**config.mk**
```make
export PLATFORM = sky130hd
export DESIGN_NAME = agp32_result
export DESIGN_NICKNAME = d
export VERILOG_FILES = /design/src/agp32_isa_pkg.sv /design/src/agp32_pipe_pkg.sv /design/src/agp32_result.sv
export SDC_FILE = /design/constraint.sdc
export NUM_CORES = 1
export LEC_CHECK = 0
export BUFFER_PORTS_ARGS = -buffer_cell sky130_fd_sc_hd__buf_4
export CAP_MARGIN = 30
export CORE_ASPECT_RATIO = 0.8
export CORE_MARGIN = 5
export CORE_UTILIZATION = 45
export CTS_CLUSTER_DIAMETER = 200
export DETAILED_ROUTE_END_ITERATION = 8
export MAX_ROUTING_LAYER = met4
export PLACE_DENSITY = 0.81
export SYNTH_ARGS = -nofsm -noshare
export SYNTH_HDL_FRONTEND = slang
export SYNTH_SLANG_ARGS = --single-unit
```
**constraint.sdc**
```tcl
create_clock -name clk -period 3.2 [get_ports clk]
set_clock_uncertainty 0.05 [all_clocks]
set_input_delay 0.64 -clock clk [delete_from_list [all_inputs] [get_ports clk]]
set_output_delay 0.64 -clock clk [all_outputs]
set_load 0.05 [all_outputs]
```
**src/agp32_isa_pkg.sv**
```systemverilog
package agp32_isa_pkg;

  typedef logic [31:0] word_t;
  typedef logic [5:0] reg_addr_t;

  localparam int NUM_REGS = 64;
  localparam int LOADC_BITS = 23; // constant field of loadc.
  localparam int SHAMT_BITS = 5;

  typedef enum logic [5:0] {
    OPC_ALU   = 6'd0,
    OPC_SHIFT = 6'd1,
    OPC_OUT   = 6'd6,
    OPC_IN    = 6'd7,
    OPC_JUMP  = 6'd9,
    OPC_JZ    = 6'd10,
    OPC_JNZ   = 6'd11,
    OPC_LOADC = 6'd13,
    OPC_NOP   = 6'd15
  } opcode_e;

  typedef enum logic [3:0] {
    FN_ADD, FN_ADDC, FN_SUB, FN_CARRY,
    FN_OVERFLOW, FN_INC, FN_DEC, FN_MUL_LO,
    FN_MUL_HI, FN_AND, FN_OR, FN_XOR,
    FN_EQ, FN_LT_SIGNED, FN_LT_UNSIGNED, FN_PASS_B
  } alu_func_e;

  // instruction word, msb first.
  typedef struct packed {
    logic        w_imm;
    reg_addr_t   addr_w;
    logic        loadc;
    logic        a_imm;
    reg_addr_t   addr_a;
    logic        b_imm;
    reg_addr_t   addr_b;
    logic [3:0]  func;
    logic [5:0]  opc;
  } instr_t;

  localparam word_t NOP_INSTR = 32'd63; // opcode 63 decodes as nop.

endpackage
```
**src/agp32_pipe_pkg.sv**
```systemverilog
package agp32_pipe_pkg;

  localparam agp32_isa_pkg::word_t PC_STEP = 32'd4;
  localparam int DATA_IN_W = 2;
  localparam int DATA_OUT_W = 10;

  // decode to execute.
  typedef struct packed {
    agp32_isa_pkg::word_t     pc;
    agp32_isa_pkg::opcode_e   opc;
    agp32_isa_pkg::alu_func_e func;
    agp32_isa_pkg::word_t     data_a;
    agp32_isa_pkg::word_t     data_b;
    agp32_isa_pkg::word_t     data_w;
    agp32_isa_pkg::reg_addr_t addr_a;
    agp32_isa_pkg::reg_addr_t addr_b;
    agp32_isa_pkg::reg_addr_t addr_w;
    logic                     a_imm;
    logic                     b_imm;
    logic                     w_imm;
    agp32_isa_pkg::word_t     imm;
  } ex_op_t;

  // execute to result.
  typedef struct packed {
    agp32_isa_pkg::word_t     pc;
    agp32_isa_pkg::opcode_e   opc;
    agp32_isa_pkg::reg_addr_t addr_w;
    agp32_isa_pkg::word_t     alu_res;
    agp32_isa_pkg::word_t     shift_res;
    agp32_isa_pkg::word_t     imm;
    logic                     write_reg;
  } wb_op_t;

  typedef struct packed {
    logic                     en;
    agp32_isa_pkg::reg_addr_t addr;
    agp32_isa_pkg::word_t     data;
  } reg_wr_t;

  typedef struct packed {
    logic                 taken;
    agp32_isa_pkg::word_t target;
  } redirect_t;

  localparam ex_op_t EX_BUBBLE = '{opc: agp32_isa_pkg::OPC_NOP,
                                   func: agp32_isa_pkg::FN_AND, default: '0};
  localparam wb_op_t WB_BUBBLE = '{opc: agp32_isa_pkg::OPC_NOP, default: '0};

endpackage

```
**src/agp32_result.sv**
```systemverilog
`timescale 1ns/1ps

module agp32_result (
  input  logic                                    clk,
  input  logic                                    arst_n,
  input  logic                                    advance,
  input  agp32_pipe_pkg::wb_op_t                  wb_op,
  input  logic [agp32_pipe_pkg::DATA_IN_W-1:0]    data_in,
  output agp32_pipe_pkg::reg_wr_t                 reg_wr,
  output logic [agp32_pipe_pkg::DATA_OUT_W-1:0]   data_out
);

  agp32_pipe_pkg::wb_op_t q;
  agp32_isa_pkg::word_t   wr_data;

  always_ff @(posedge clk or negedge arst_n) begin
    if (!arst_n) begin
      q <= agp32_pipe_pkg::WB_BUBBLE;
    end else if (advance) begin
      q <= wb_op;
    end
  end

  always_comb begin
    case (q.opc)
      agp32_isa_pkg::OPC_SHIFT: wr_data = q.shift_res;
      agp32_isa_pkg::OPC_IN:    wr_data = 32'(data_in);
      agp32_isa_pkg::OPC_JUMP:  wr_data = q.pc + agp32_pipe_pkg::PC_STEP; // link.
      agp32_isa_pkg::OPC_LOADC: wr_data = q.imm;
      default:                  wr_data = q.alu_res; // alu and out.
    endcase
  end

  // no write while stalled.
  assign reg_wr.en   = q.write_reg && advance;
  assign reg_wr.addr = q.addr_w;
  assign reg_wr.data = wr_data;

  always_ff @(posedge clk or negedge arst_n) begin
    if (!arst_n) begin
      data_out <= '0;
    end else if (advance && q.opc == agp32_isa_pkg::OPC_OUT) begin
      data_out <= q.alu_res[agp32_pipe_pkg::DATA_OUT_W-1:0];
    end
  end

endmodule

```
==> metrics.md <==
| Metric | Value |
|---|---|
| Vias | about 5,400 |
| #FFs+latches synth | roughly 150 |
| FMAX | roughly 320 MHz |
| Routed wire length | 19,500 um |
| Rel. slew slack | a little under half |
| Yosys warns | 0 |
| Worst EP required | 2510 ps |
| Syn Nets | between 600 and 700 |
| Height of the die | approximately 120 um |
| Min-delay worst type | in2async |
| Comb power frac | 22.3% |
| Power Dens Cells | slightly below 600 nW/um^2 |
| Root buf cell | clkbuf_16 |
| Most frequent cells in the layout | buf_4, mux2_2, dfrtp_1 |
| Minimum clock period | about 3200 ps |
| Initial DRC count | around 400 |
| GRT Residual Overflow | 0 |
| Final nets | 895 |
| Post-Syn Instances | about 550 |
| Initial antenna violation count | 1 |
| Standard-cell rows | 40 |
| Unrepaired setup endpoints after global routing | true |
| Drt pass-1 iters | 5 |
| Critical path class | reg2out |
| Synth unique cells | 43 |
| Leak | a little over 4 nW |
| Final hold viol count | 0 |
| Post-route DRC | 0 |
| Finish-stage setup viols | 0 |
| Pins Over Slew Limit | 0 |
| Area Growth Syn to Fin | 36.6% |
| Layout cells sized above 1 | ~57% |
| Htree depth | 4 |
| Placeable core region | ~15,000 um^2 |
| Die area | between 15,000 and 20,000 um^2 |
| VDD IR max | between 0.3 and 0.4 mV |
| Net Sw Power | about 0.0016 W |
| CP max FO | 5 |
| Commonest non-fill, non-tap cell in the layout | buf_4 |
| Utilization after layout | between 60 and 70% |
| Power consumption | 0.00555 W |
| Register area share after synthesis | 54.4% |
| Worst Tran Pin Value | a little under 800 ps |
| Hold slack | about 110 ps |
| Dpl hpwl | about 14,000 um |
| Post-DRT Antenna Nets | 0 |
| Clock insertion delay at the later pin of the skew report | roughly 420 ps |
| Max-cap violation count | 0 |
| GRT Total Usage | between 20% and 30% |
| Via density | 5.56 |
| Crit start category | flop |
| Power share of the clock group | between 30% and 40% |
| Switching part of the total power | between 20 and 30% |
| CP Capture Type | output port |
| Internal power | between 0.003 and 0.004 W |
| Width of the chip | ~150 um |
| PortBufs | about 190 |
| Largest net degree at the start of global routing | between 70 and 80 |
| DR WL/cell | 20.1 um |
| WP data arrival | roughly 2500 ps |
| Maximum root-to-sink buffer count | 2 |
| Post-Syn Area | ~7000 um^2 |
| Register share of total power | 41.1% |
| Final Wtd Congestion | 0.860 |
| Final worst-path cycle share | 98.9% |
| Cts bufs inserted | 17 |
| Initial core utilization | a little under half |
| Reg-to-reg slack, setup | slightly below 900 ps |
| Vias in the first global route | about 5,800 |
| First-pass GRT wire length | between 30,000 and 40,000 um |
| Status | finished clean |
| Clk slew on worst S/H paths | ~60 ps |
| Syn_area_per_cell | about 13 um^2 |
| CTS Sinks | approximately 150 |
| CTS tree | yes |
| I/O pin cnt | roughly 200 |
sequential cells by signal (all words and copies together), names as in the netlist:
register and count:
reg_wr 6, data_out 10, q 135
critical path: stages, from the launching register on:
cell	delay [ps]
dfrtp_1	420
ha_4	180
and4_4	240
nand4_1	180
or4_1	540
a21oi_2	180
o22a_1	160
buf_6	160
what timing repair did:
| action | 4_1_cts | 5_1_grt |
|---|---|---|
| setup endpoints to repair | 23 | 31 |
| pin swaps | 1 | 9 |
| hold buffers | 0 | 0 |
| gates resized for setup | 18 | 27 |
| setup buffers | 4 | 10 |
cell type report:
cell class / count / area (um^2)
multi-input cells: 350 / 3070
fillers: 1178 / 5610
clock buffers: 21 / 450
clock inverters: 11 / 149
repair buffers: 224 / 1770
inverters: 4 / 15.0
well taps: 210 / 263
flip-flops and latches: 151 / 3790
diodes: 1 / 2.50
cell families after synthesis:
logic type      after synthesis  share of synthesized area (%)
compound gates               92                           9.49
xor+xnor                     18                           2.27
fa+ha+maj                     1                          0.180
buf+inv                      45                           2.82
flops                       151                           54.4
mux                         147                           23.8
simple gates                 92                           7.07
power by group through the flow:
stage	Combinational, W	Sequential [W]	Clock, W
CTS	0.00121	0.00228	0.00206
global route	0.00131	0.00231	0.00215
floorplan	0.000642	0.00238	0
finish	0.00123	0.00228	0.00203
global placement	0.00116	0.00230	0
detailed placement	0.00118	0.00231	0
routing by layer:
layer | vias up | wire length, um | GRT usage, % | part of all wire (%)
met2 | 208 | 9450 | 35.4 | 48
li1 | 2458 | - | - | -
met3 | 23 | 1530 | 6.65 | 7.8
met5 | - | 0 | - | 0
met4 | 0 | 239 | 5.89 | 1.2
met1 | 2711 | 8290 | 28.1 | 42
cell usage after synthesis, drive strengths merged:
master | instances | area share, %
o22a | 3 | 0.38
ha | 1 | 0.18
dfstp | 4 | 1.5
nor2b | 1 | 0.090
mux2 | 147 | 24
nand3 | 11 | 0.79
xor2 | 9 | 1.1
and2 | 2 | 0.18
o32a | 1 | 0.16
o21ai | 29 | 2.1
dfrtp | 147 | 53
nand4b | 1 | 0.13
nand2 | 19 | 1.0
or3 | 3 | 0.29
a31oi | 2 | 0.18
o31ai | 2 | 0.22
a221oi | 6 | 0.76
or4 | 4 | 0.43
o31a | 6 | 0.77
o21bai | 2 | 0.27
and3 | 6 | 0.54
nor3 | 3 | 0.22
clkbuf | 31 | 1.7
o21ba | 1 | 0.14
a21oi | 15 | 1.1
nand4 | 8 | 0.72
inv | 4 | 0.22
o22ai | 2 | 0.18
a221o | 3 | 0.43
buf | 10 | 0.94
a211oi | 1 | 0.11
or2 | 1 | 0.090
nor4 | 9 | 0.90
and4 | 5 | 0.65
xnor2 | 9 | 1.1
a222oi | 19 | 2.7
nor2 | 19 | 1.0
path summary, 6_finish.rpt:
kind                                 start          end  cells after the start
worst max-delay path                q[112]   reg_wr[30]                      7
worst min-delay path                arst_n         q[7]                      1
worst max register to register      q[105]  data_out[9]                      4
worst min register to register        q[0]         q[0]                      1
max in group asynchronous           arst_n        q[23]                      2
min in group clk                wb_op[127]       q[127]                      3
metrics by stage:
stage / setup WS [ps] / TNS (ps) / instances / cell area, um^2
2_1_floorplan: 43.0 / 0 / 546 / 6960
3_3_place_gp: 293 / 0 / 925 / 8670
3_5_place_dp: 266 / 0 / 925 / 8670
4_1_cts: 0.358 / 0 / 961 / 9350
5_1_grt: -86.7 / -216 / 972 / 9500
6_report: 36.3 / 0 / 972 / 9500
No activity file was read; power rests on OpenSTA's default activity.
