[src/agp32_isa_pkg.sv]
package agp32_isa_pkg;

  typedef logic [31:0] word_t;
  typedef logic [5:0] reg_addr_t;

  localparam int NUM_REGS = 64;
  localparam int LOADC_BITS = 23; // constant field of loadc.
  localparam int SHAMT_BITS = 5;

  typedef enum logic [5:0] {
    OPC_ALU   = 6'd0,
    OPC_SHIFT = 6'd1,
    OPC_OUT   = 6'd6,
    OPC_IN    = 6'd7,
    OPC_JUMP  = 6'd9,
    OPC_JZ    = 6'd10,
    OPC_JNZ   = 6'd11,
    OPC_LOADC = 6'd13,
    OPC_NOP   = 6'd15
  } opcode_e;

  typedef enum logic [3:0] {
    FN_ADD, FN_ADDC, FN_SUB, FN_CARRY,
    FN_OVERFLOW, FN_INC, FN_DEC, FN_MUL_LO,
    FN_MUL_HI, FN_AND, FN_OR, FN_XOR,
    FN_EQ, FN_LT_SIGNED, FN_LT_UNSIGNED, FN_PASS_B
  } alu_func_e;

  // instruction word, msb first.
  typedef struct packed {
    logic        w_imm;
    reg_addr_t   addr_w;
    logic        loadc;
    logic        a_imm;
    reg_addr_t   addr_a;
    logic        b_imm;
    reg_addr_t   addr_b;
    logic [3:0]  func;
    logic [5:0]  opc;
  } instr_t;

  localparam word_t NOP_INSTR = 32'd63; // opcode 63 decodes as nop.

endpackage
[src/agp32_pipe_pkg.sv]
package agp32_pipe_pkg;

  localparam agp32_isa_pkg::word_t PC_STEP = 32'd4;
  localparam int DATA_IN_W = 2;
  localparam int DATA_OUT_W = 10;

  // decode to execute.
  typedef struct packed {
    agp32_isa_pkg::word_t     pc;
    agp32_isa_pkg::opcode_e   opc;
    agp32_isa_pkg::alu_func_e func;
    agp32_isa_pkg::word_t     data_a;
    agp32_isa_pkg::word_t     data_b;
    agp32_isa_pkg::word_t     data_w;
    agp32_isa_pkg::reg_addr_t addr_a;
    agp32_isa_pkg::reg_addr_t addr_b;
    agp32_isa_pkg::reg_addr_t addr_w;
    logic                     a_imm;
    logic                     b_imm;
    logic                     w_imm;
    agp32_isa_pkg::word_t     imm;
  } ex_op_t;

  // execute to result.
  typedef struct packed {
    agp32_isa_pkg::word_t     pc;
    agp32_isa_pkg::opcode_e   opc;
    agp32_isa_pkg::reg_addr_t addr_w;
    agp32_isa_pkg::word_t     alu_res;
    agp32_isa_pkg::word_t     shift_res;
    agp32_isa_pkg::word_t     imm;
    logic                     write_reg;
  } wb_op_t;

  typedef struct packed {
    logic                     en;
    agp32_isa_pkg::reg_addr_t addr;
    agp32_isa_pkg::word_t     data;
  } reg_wr_t;

  typedef struct packed {
    logic                 taken;
    agp32_isa_pkg::word_t target;
  } redirect_t;

  localparam ex_op_t EX_BUBBLE = '{opc: agp32_isa_pkg::OPC_NOP,
                                   func: agp32_isa_pkg::FN_AND, default: '0};
  localparam wb_op_t WB_BUBBLE = '{opc: agp32_isa_pkg::OPC_NOP, default: '0};

endpackage

[src/agp32_execute.sv]
`timescale 1ns/1ps

module agp32_execute (
  input  logic                      clk,
  input  logic                      arst_n,
  input  logic                      advance,
  input  agp32_pipe_pkg::ex_op_t    ex_op,
  input  agp32_pipe_pkg::reg_wr_t   reg_wr,
  output agp32_pipe_pkg::wb_op_t    wb_op,
  output agp32_pipe_pkg::redirect_t redirect
);

  agp32_pipe_pkg::ex_op_t q;
  agp32_isa_pkg::word_t   a;
  agp32_isa_pkg::word_t   b;
  agp32_isa_pkg::word_t   w;
  agp32_isa_pkg::word_t   in_1;
  agp32_isa_pkg::word_t   in_2;
  logic [63:0]            prod;
  logic [agp32_isa_pkg::SHAMT_BITS-1:0] shamt;
  agp32_isa_pkg::word_t   alu_res;
  agp32_isa_pkg::word_t   shift_res;

  // result-stage write overrides a stale register operand.
  function automatic agp32_isa_pkg::word_t fwd(
    input agp32_isa_pkg::word_t     d,
    input agp32_isa_pkg::reg_addr_t addr,
    input logic                     is_imm,
    input agp32_pipe_pkg::reg_wr_t  wr
  );
    return (!is_imm && wr.en && wr.addr == addr) ? wr.data : d;
  endfunction

  always_ff @(posedge clk or negedge arst_n) begin
    if (!arst_n) begin
      q <= agp32_pipe_pkg::EX_BUBBLE;
    end else if (advance) begin
      q <= redirect.taken ? agp32_pipe_pkg::EX_BUBBLE : ex_op;
    end
  end

  assign a = fwd(q.data_a, q.addr_a, q.a_imm, reg_wr);
  assign b = fwd(q.data_b, q.addr_b, q.b_imm, reg_wr);
  assign w = fwd(q.data_w, q.addr_w, q.w_imm, reg_wr);

  always_comb begin
    in_1 = (q.opc == agp32_isa_pkg::OPC_JUMP) ? q.pc : a; // link target math.
    in_2 = (q.opc == agp32_isa_pkg::OPC_JUMP) ? a : b;
    prod = 64'(in_1) * 64'(in_2);
    case (q.func)
      agp32_isa_pkg::FN_ADD:         alu_res = in_1 + in_2;
      agp32_isa_pkg::FN_SUB:         alu_res = in_1 - in_2;
      agp32_isa_pkg::FN_INC:         alu_res = in_1 + 32'd1;
      agp32_isa_pkg::FN_DEC:         alu_res = in_1 - 32'd1;
      agp32_isa_pkg::FN_MUL_LO:      alu_res = prod[31:0];
      agp32_isa_pkg::FN_MUL_HI:      alu_res = prod[63:32];
      agp32_isa_pkg::FN_AND:         alu_res = in_1 & in_2;
      agp32_isa_pkg::FN_OR:          alu_res = in_1 | in_2;
      agp32_isa_pkg::FN_XOR:         alu_res = in_1 ^ in_2;
      agp32_isa_pkg::FN_EQ:          alu_res = {31'b0, in_1 == in_2};
      agp32_isa_pkg::FN_LT_SIGNED:   alu_res = {31'b0, $signed(in_1) < $signed(in_2)};
      agp32_isa_pkg::FN_LT_UNSIGNED: alu_res = {31'b0, in_1 < in_2};
      agp32_isa_pkg::FN_PASS_B:      alu_res = in_2;
      default:                       alu_res = '0; // no flags kept.
    endcase
  end

  always_comb begin
    shamt = b[agp32_isa_pkg::SHAMT_BITS-1:0];
    case (q.func[1:0])
      2'd0:    shift_res = a << shamt;
      2'd1:    shift_res = a >> shamt;
      2'd2:    shift_res = $signed(a) >>> shamt;
      default: shift_res = (a >> shamt) | (a << (6'd32 - shamt)); // rotate right.
    endcase
  end

  always_comb begin
    redirect.taken  = 1'b0;
    redirect.target = alu_res;
    case (q.opc)
      agp32_isa_pkg::OPC_JUMP: redirect.taken = 1'b1;
      agp32_isa_pkg::OPC_JZ: begin
        redirect.taken  = (alu_res == '0);
        redirect.target = q.pc + w;
      end
      agp32_isa_pkg::OPC_JNZ: begin
        redirect.taken  = (alu_res != '0);
        redirect.target = q.pc + w;
      end
      default: redirect.taken = 1'b0;
    endcase
  end

  always_comb begin
    wb_op.pc        = q.pc;
    wb_op.opc       = q.opc;
    wb_op.addr_w    = q.addr_w;
    wb_op.alu_res   = alu_res;
    wb_op.shift_res = shift_res;
    wb_op.imm       = q.imm;
    wb_op.write_reg = q.opc inside {agp32_isa_pkg::OPC_ALU, agp32_isa_pkg::OPC_SHIFT,
                                    agp32_isa_pkg::OPC_OUT, agp32_isa_pkg::OPC_IN,
                                    agp32_isa_pkg::OPC_JUMP, agp32_isa_pkg::OPC_LOADC};
  end

endmodule

[config.mk]
export PLATFORM = sky130hd
export DESIGN_NAME = agp32_execute
export DESIGN_NICKNAME = d
export VERILOG_FILES = /design/src/agp32_isa_pkg.sv /design/src/agp32_pipe_pkg.sv /design/src/agp32_execute.sv
export SDC_FILE = /design/constraint.sdc
export NUM_CORES = 2
export LEC_CHECK = 0
export ABC_AREA = 1
export BUFFER_PORTS_ARGS = -buffer_cell sky130_fd_sc_hd__buf_4
export CELL_PAD_IN_SITES_DETAIL_PLACEMENT = 0
export CELL_PAD_IN_SITES_GLOBAL_PLACEMENT = 1
export CORE_MARGIN = 4
export CORE_UTILIZATION = 42
export CTS_BUF_LIST = sky130_fd_sc_hd__clkbuf_16
export CTS_CLUSTER_DIAMETER = 40
export DETAILED_ROUTE_END_ITERATION = 12
export PLACE_DENSITY_LB_ADDON = 0.1
export SLEW_MARGIN = 10
export SYNTH_ARGS = -nofsm -noshare
export SYNTH_HDL_FRONTEND = slang
export SYNTH_SLANG_ARGS = --single-unit
[constraint.sdc]
create_clock -name clk -period 12 [get_ports clk]
set_input_delay 1.8 -clock clk [delete_from_list [all_inputs] [get_ports clk]]
set_output_delay 1.8 -clock clk [all_outputs]
set_load 0.005 [all_outputs]
==> flow_summary.rst <==
.. list-table::
   :header-rows: 1

   * - Metric
     - Value
   * - Cell count after synthesis
     - 8093
   * - Synth Net Count
     - between 9000 and 10000
   * - Critical R2R Capture
     - wb_op[107]
   * - Number of cells on the worst hold path
     - 2
   * - Headroom to the max-slew limit
     - between 20% and 30%
   * - Area used by sequential logic in the layout
     - 4787 um^2
   * - Number of max-slew violations in the final report
     - 0
   * - Hold Worst Slack
     - around 0.49 ns
   * - Boundary pin count
     - 407
   * - Run status
     - finished, violations left
   * - Final Hold Violating Endpoints
     - 0
   * - Register-to-Register Path Depth
     - 44
   * - Per-cell routed wire length
     - 26.57 um
   * - HPWL after detailed placement
     - roughly 240 mm
   * - F_max
     - between 70 and 80 MHz
   * - Grt ovf
     - 0
   * - Post-route ant nets
     - 0
   * - Biggest area consumer among synthesized cells
     - sky130_fd_sc_hd__fa_1
   * - Hold/Removal Path Class
     - reg -> reg
   * - Endpoint, Worst Hold
     - q[103]
   * - TritonCTS clock tree
     - built
   * - Die outline width
     - 377.7 um
   * - Master of the slowest instance on the critical path
     - sky130_fd_sc_hd__fa_1
   * - Number of max-capacitance violations reported
     - 0
   * - Crit Path Max Fanout
     - 13
   * - Clock period minus final worst setup slack
     - 12.74 ns
   * - Maximum number of pins on one net before global-route repair
     - around 130
   * - Slew at the pin closest to its max-slew limit
     - about 1.1 ns
   * - First-pass GRT wire length
     - between 400 and 500 mm
   * - Via count of the first global-routing pass
     - just over 60000
   * - Final worst slack
     - -0.7374 ns
   * - WP data required
     - approximately 10 ns
   * - Sort of element at the end of the critical path
     - primary output
   * - 1st-pass router iterations
     - 7
   * - Via density per instance
     - 5.566
   * - Async set-reset flop share out of synthesis
     - between 90% and 100%
   * - Commonest cells after routing, fill and taps aside
     - sky130_fd_sc_hd__nand2_1, sky130_fd_sc_hd__inv_1, sky130_fd_sc_hd__buf_4, sky130_fd_sc_hd__nor2_1, sky130_fd_sc_hd__fa_1
   * - Share of cells above drive strength 1
     - approximately a quarter
   * - Total clock sinks
     - 191
   * - Initial Utilization
     - a little over two fifths
   * - Vert. Die Dim
     - roughly 380 um
   * - Num CTS Buffers
     - 17
   * - Kind of launch point of the worst setup path
     - primary input
   * - Count of input and output buffers
     - slightly above 400
   * - Clock skew after layout
     - 0.03022 ns
   * - Fill cell count
     - between 10000 and 15000
   * - Clock slew at the register clock pins of the worst setup and hold paths
     - approximately 0.07 ns
   * - Initial antenna violation count
     - 10
   * - Synthesis warning total
     - 0
   * - Core utilization of the finished layout
     - 53.66%
   * - Initial detailed-routing violation count
     - 5768
   * - Total via count in the routed design
     - 60400
   * - Hold Buf Count CTS
     - 0
   * - Worst reg-to-reg setup slack
     - 0.73 ns
   * - Setup repair after global routing missed its margin
     - yes
   * - Share of the cycle needed by the critical path after routing
     - 106.1%
   * - Number of synthesized register bits
     - 191
   * - Drc violations
     - 0
   * - Reg-to-reg startpoint
     - wb_op[106]
   * - Total die area
     - ~140000 um^2
   * - Area overhead of the layout relative to synthesis
     - 26.80%
   * - Top FF cell, synth
     - sky130_fd_sc_hd__dfrtp_1
   * - Area contributors post-synth
     - sky130_fd_sc_hd__fa_1, sky130_fd_sc_hd__nand2_1, sky130_fd_sc_hd__ha_1, sky130_fd_sc_hd__inv_1, sky130_fd_sc_hd__dfrtp_1
   * - Area occupied by multi-input gates
     - 47620 um^2
   * - Deepest level of the CTS H-tree
     - 4
   * - Placeable core region
     - ~140000 um^2
   * - Most common cell after layout, fill and taps aside
     - sky130_fd_sc_hd__nand2_1
   * - Total wirelength of the detailed-routed design
     - 288.3 mm
   * - Hold Path Origin
     - q[103]
   * - Row count
     - between 100 and 150
   * - GRT Util Overall
     - about two fifths
   * - Bufs on Longest Clock Path
     - 2
   * - Avg Synthesized Cell Area
     - around 7.1 um^2
   * - Fraction of the yosys area taken by sequential cells
     - 8.340%
   * - Nets
     - 10610
   * - Data arrival time of the critical path
     - roughly 11 ns
   * - Total Neg Setup Slack
     - -8.883 ns
   * - Final setup viols
     - 59
   * - Number of unique standard cell types used by synthesis
     - 67
   * - Weighted congestion reported at the end of routability-driven placement
     - ~1.1
   * - Clock latency reported for the late side of the worst-skew pair
     - approximately 0.47 ns
   * - Area share of the leading cell type in the synthesized netlist
     - a little under a third
   * - Cell Area, Synth
     - around 57000 um^2
   * - Max stage delay on crit path
     - 0.54 ns
   * - Violations in the final reports
     - setup timing
   * - Cell at the root of the clock tree
     - sky130_fd_sc_hd__clkbuf_16
   * - Number of enable flip-flop cells after synthesis
     - 0
   * - Category of the most critical setup path
     - in -> out
   * - Most repeated library cell on the critical path
     - sky130_fd_sc_hd__fa_1
==> worst max path at each step <==
stage / endpoint / startpoint
after floorplan: redirect[32] / reg_wr[37]
after global placement: redirect[32] / reg_wr[32]
after detailed placement: redirect[32] / reg_wr[32]
after CTS: redirect[32] / reg_wr[32]
after global routing: redirect[32] / reg_wr[37]
final: redirect[32] / reg_wr[32]
==> synthesized netlist by cell type (all sizes together) (16+ instances only) <==
cell type and n:
xor2 35, nor2 1030, a31oi 33, nand3 256, clkbuf 284, nand2 2027
o21ai 640, nor3 35, o21a 17, dfrtp 185, a221oi 20, o211ai 39
xnor2 17, o22ai 32, fa 899, or2 27, o2111ai 16, clkinv 16
a21oi 322, inv 1369, o21bai 19, nand4 46, ha 421, buf 172
==> routing by layer <==
metal  share of wire (%)  wire, um  global-route usage (%)
met5               0.025        71                       0
met4                 6.5     18630                   19.56
met3                 8.2     23550                   6.083
met2                  46    131400                   64.71
met1                  40    114700                   51.74
==> what timing repair did <==
item	4_1_cts	5_1_grt
endpoints found under the setup margin	210	248
buffers inserted	13	44
pin swaps	24	145
cloned	3	2
resized for setup	280	441
==> state kept, by name (all words and copies together), names as in the netlist <==
register and flops:
wb_op 76, q 115
==> metrics by stage <==
stage	cell area, um^2	setup slack [ns]	instances
after floorplan	57410	0.008733	8093
after global placement	68730	-1.502	10760
after detailed placement	68730	-1.382	10760
after CTS	70670	-0.8537	10810
after global routing	72780	-1.016	10850
final	72780	-0.7374	10850
==> critical path, delay by kind of cell <==
family,cells,cell delay (ns)
AOI/OAI and AO/OA,5,0.74
adders and majority gates,9,4.38
and+or+nand+nor,22,2.42
buffers and inverters,14,1.55
==> final cells by class <==
cell class                      instances  area share, %
Antenna cell                            2       0.006876
Timing Repair Buffer                 1405          16.81
Inverter                             1385          7.246
Multi-Input combinational cell       6057          65.43
Clock buffer                           17         0.5845
Sequential cell                       191          6.577
Clock inverter                         15         0.2768
Tap cell                             1781          3.062
==> cells by family (layout without fill, tap and decap cells) <==
logic type      count (synthesis)  after routing  synth area share (%)
compound gates               1208           1208                 12.70
xor+xnor                       52             52                0.7934
fa+ha+maj                    1320           1320                 40.53
buf+inv                      1845           2822                 13.06
flops                         191            191                 8.340
mux                            28             28                0.5210
other cells                     0              2                     0
simple gates                 3449           3449                 24.05
Power is left out: the tool's default activity adds up to more than one toggle a clock period on the data nets, which glitch-free logic cannot reach.
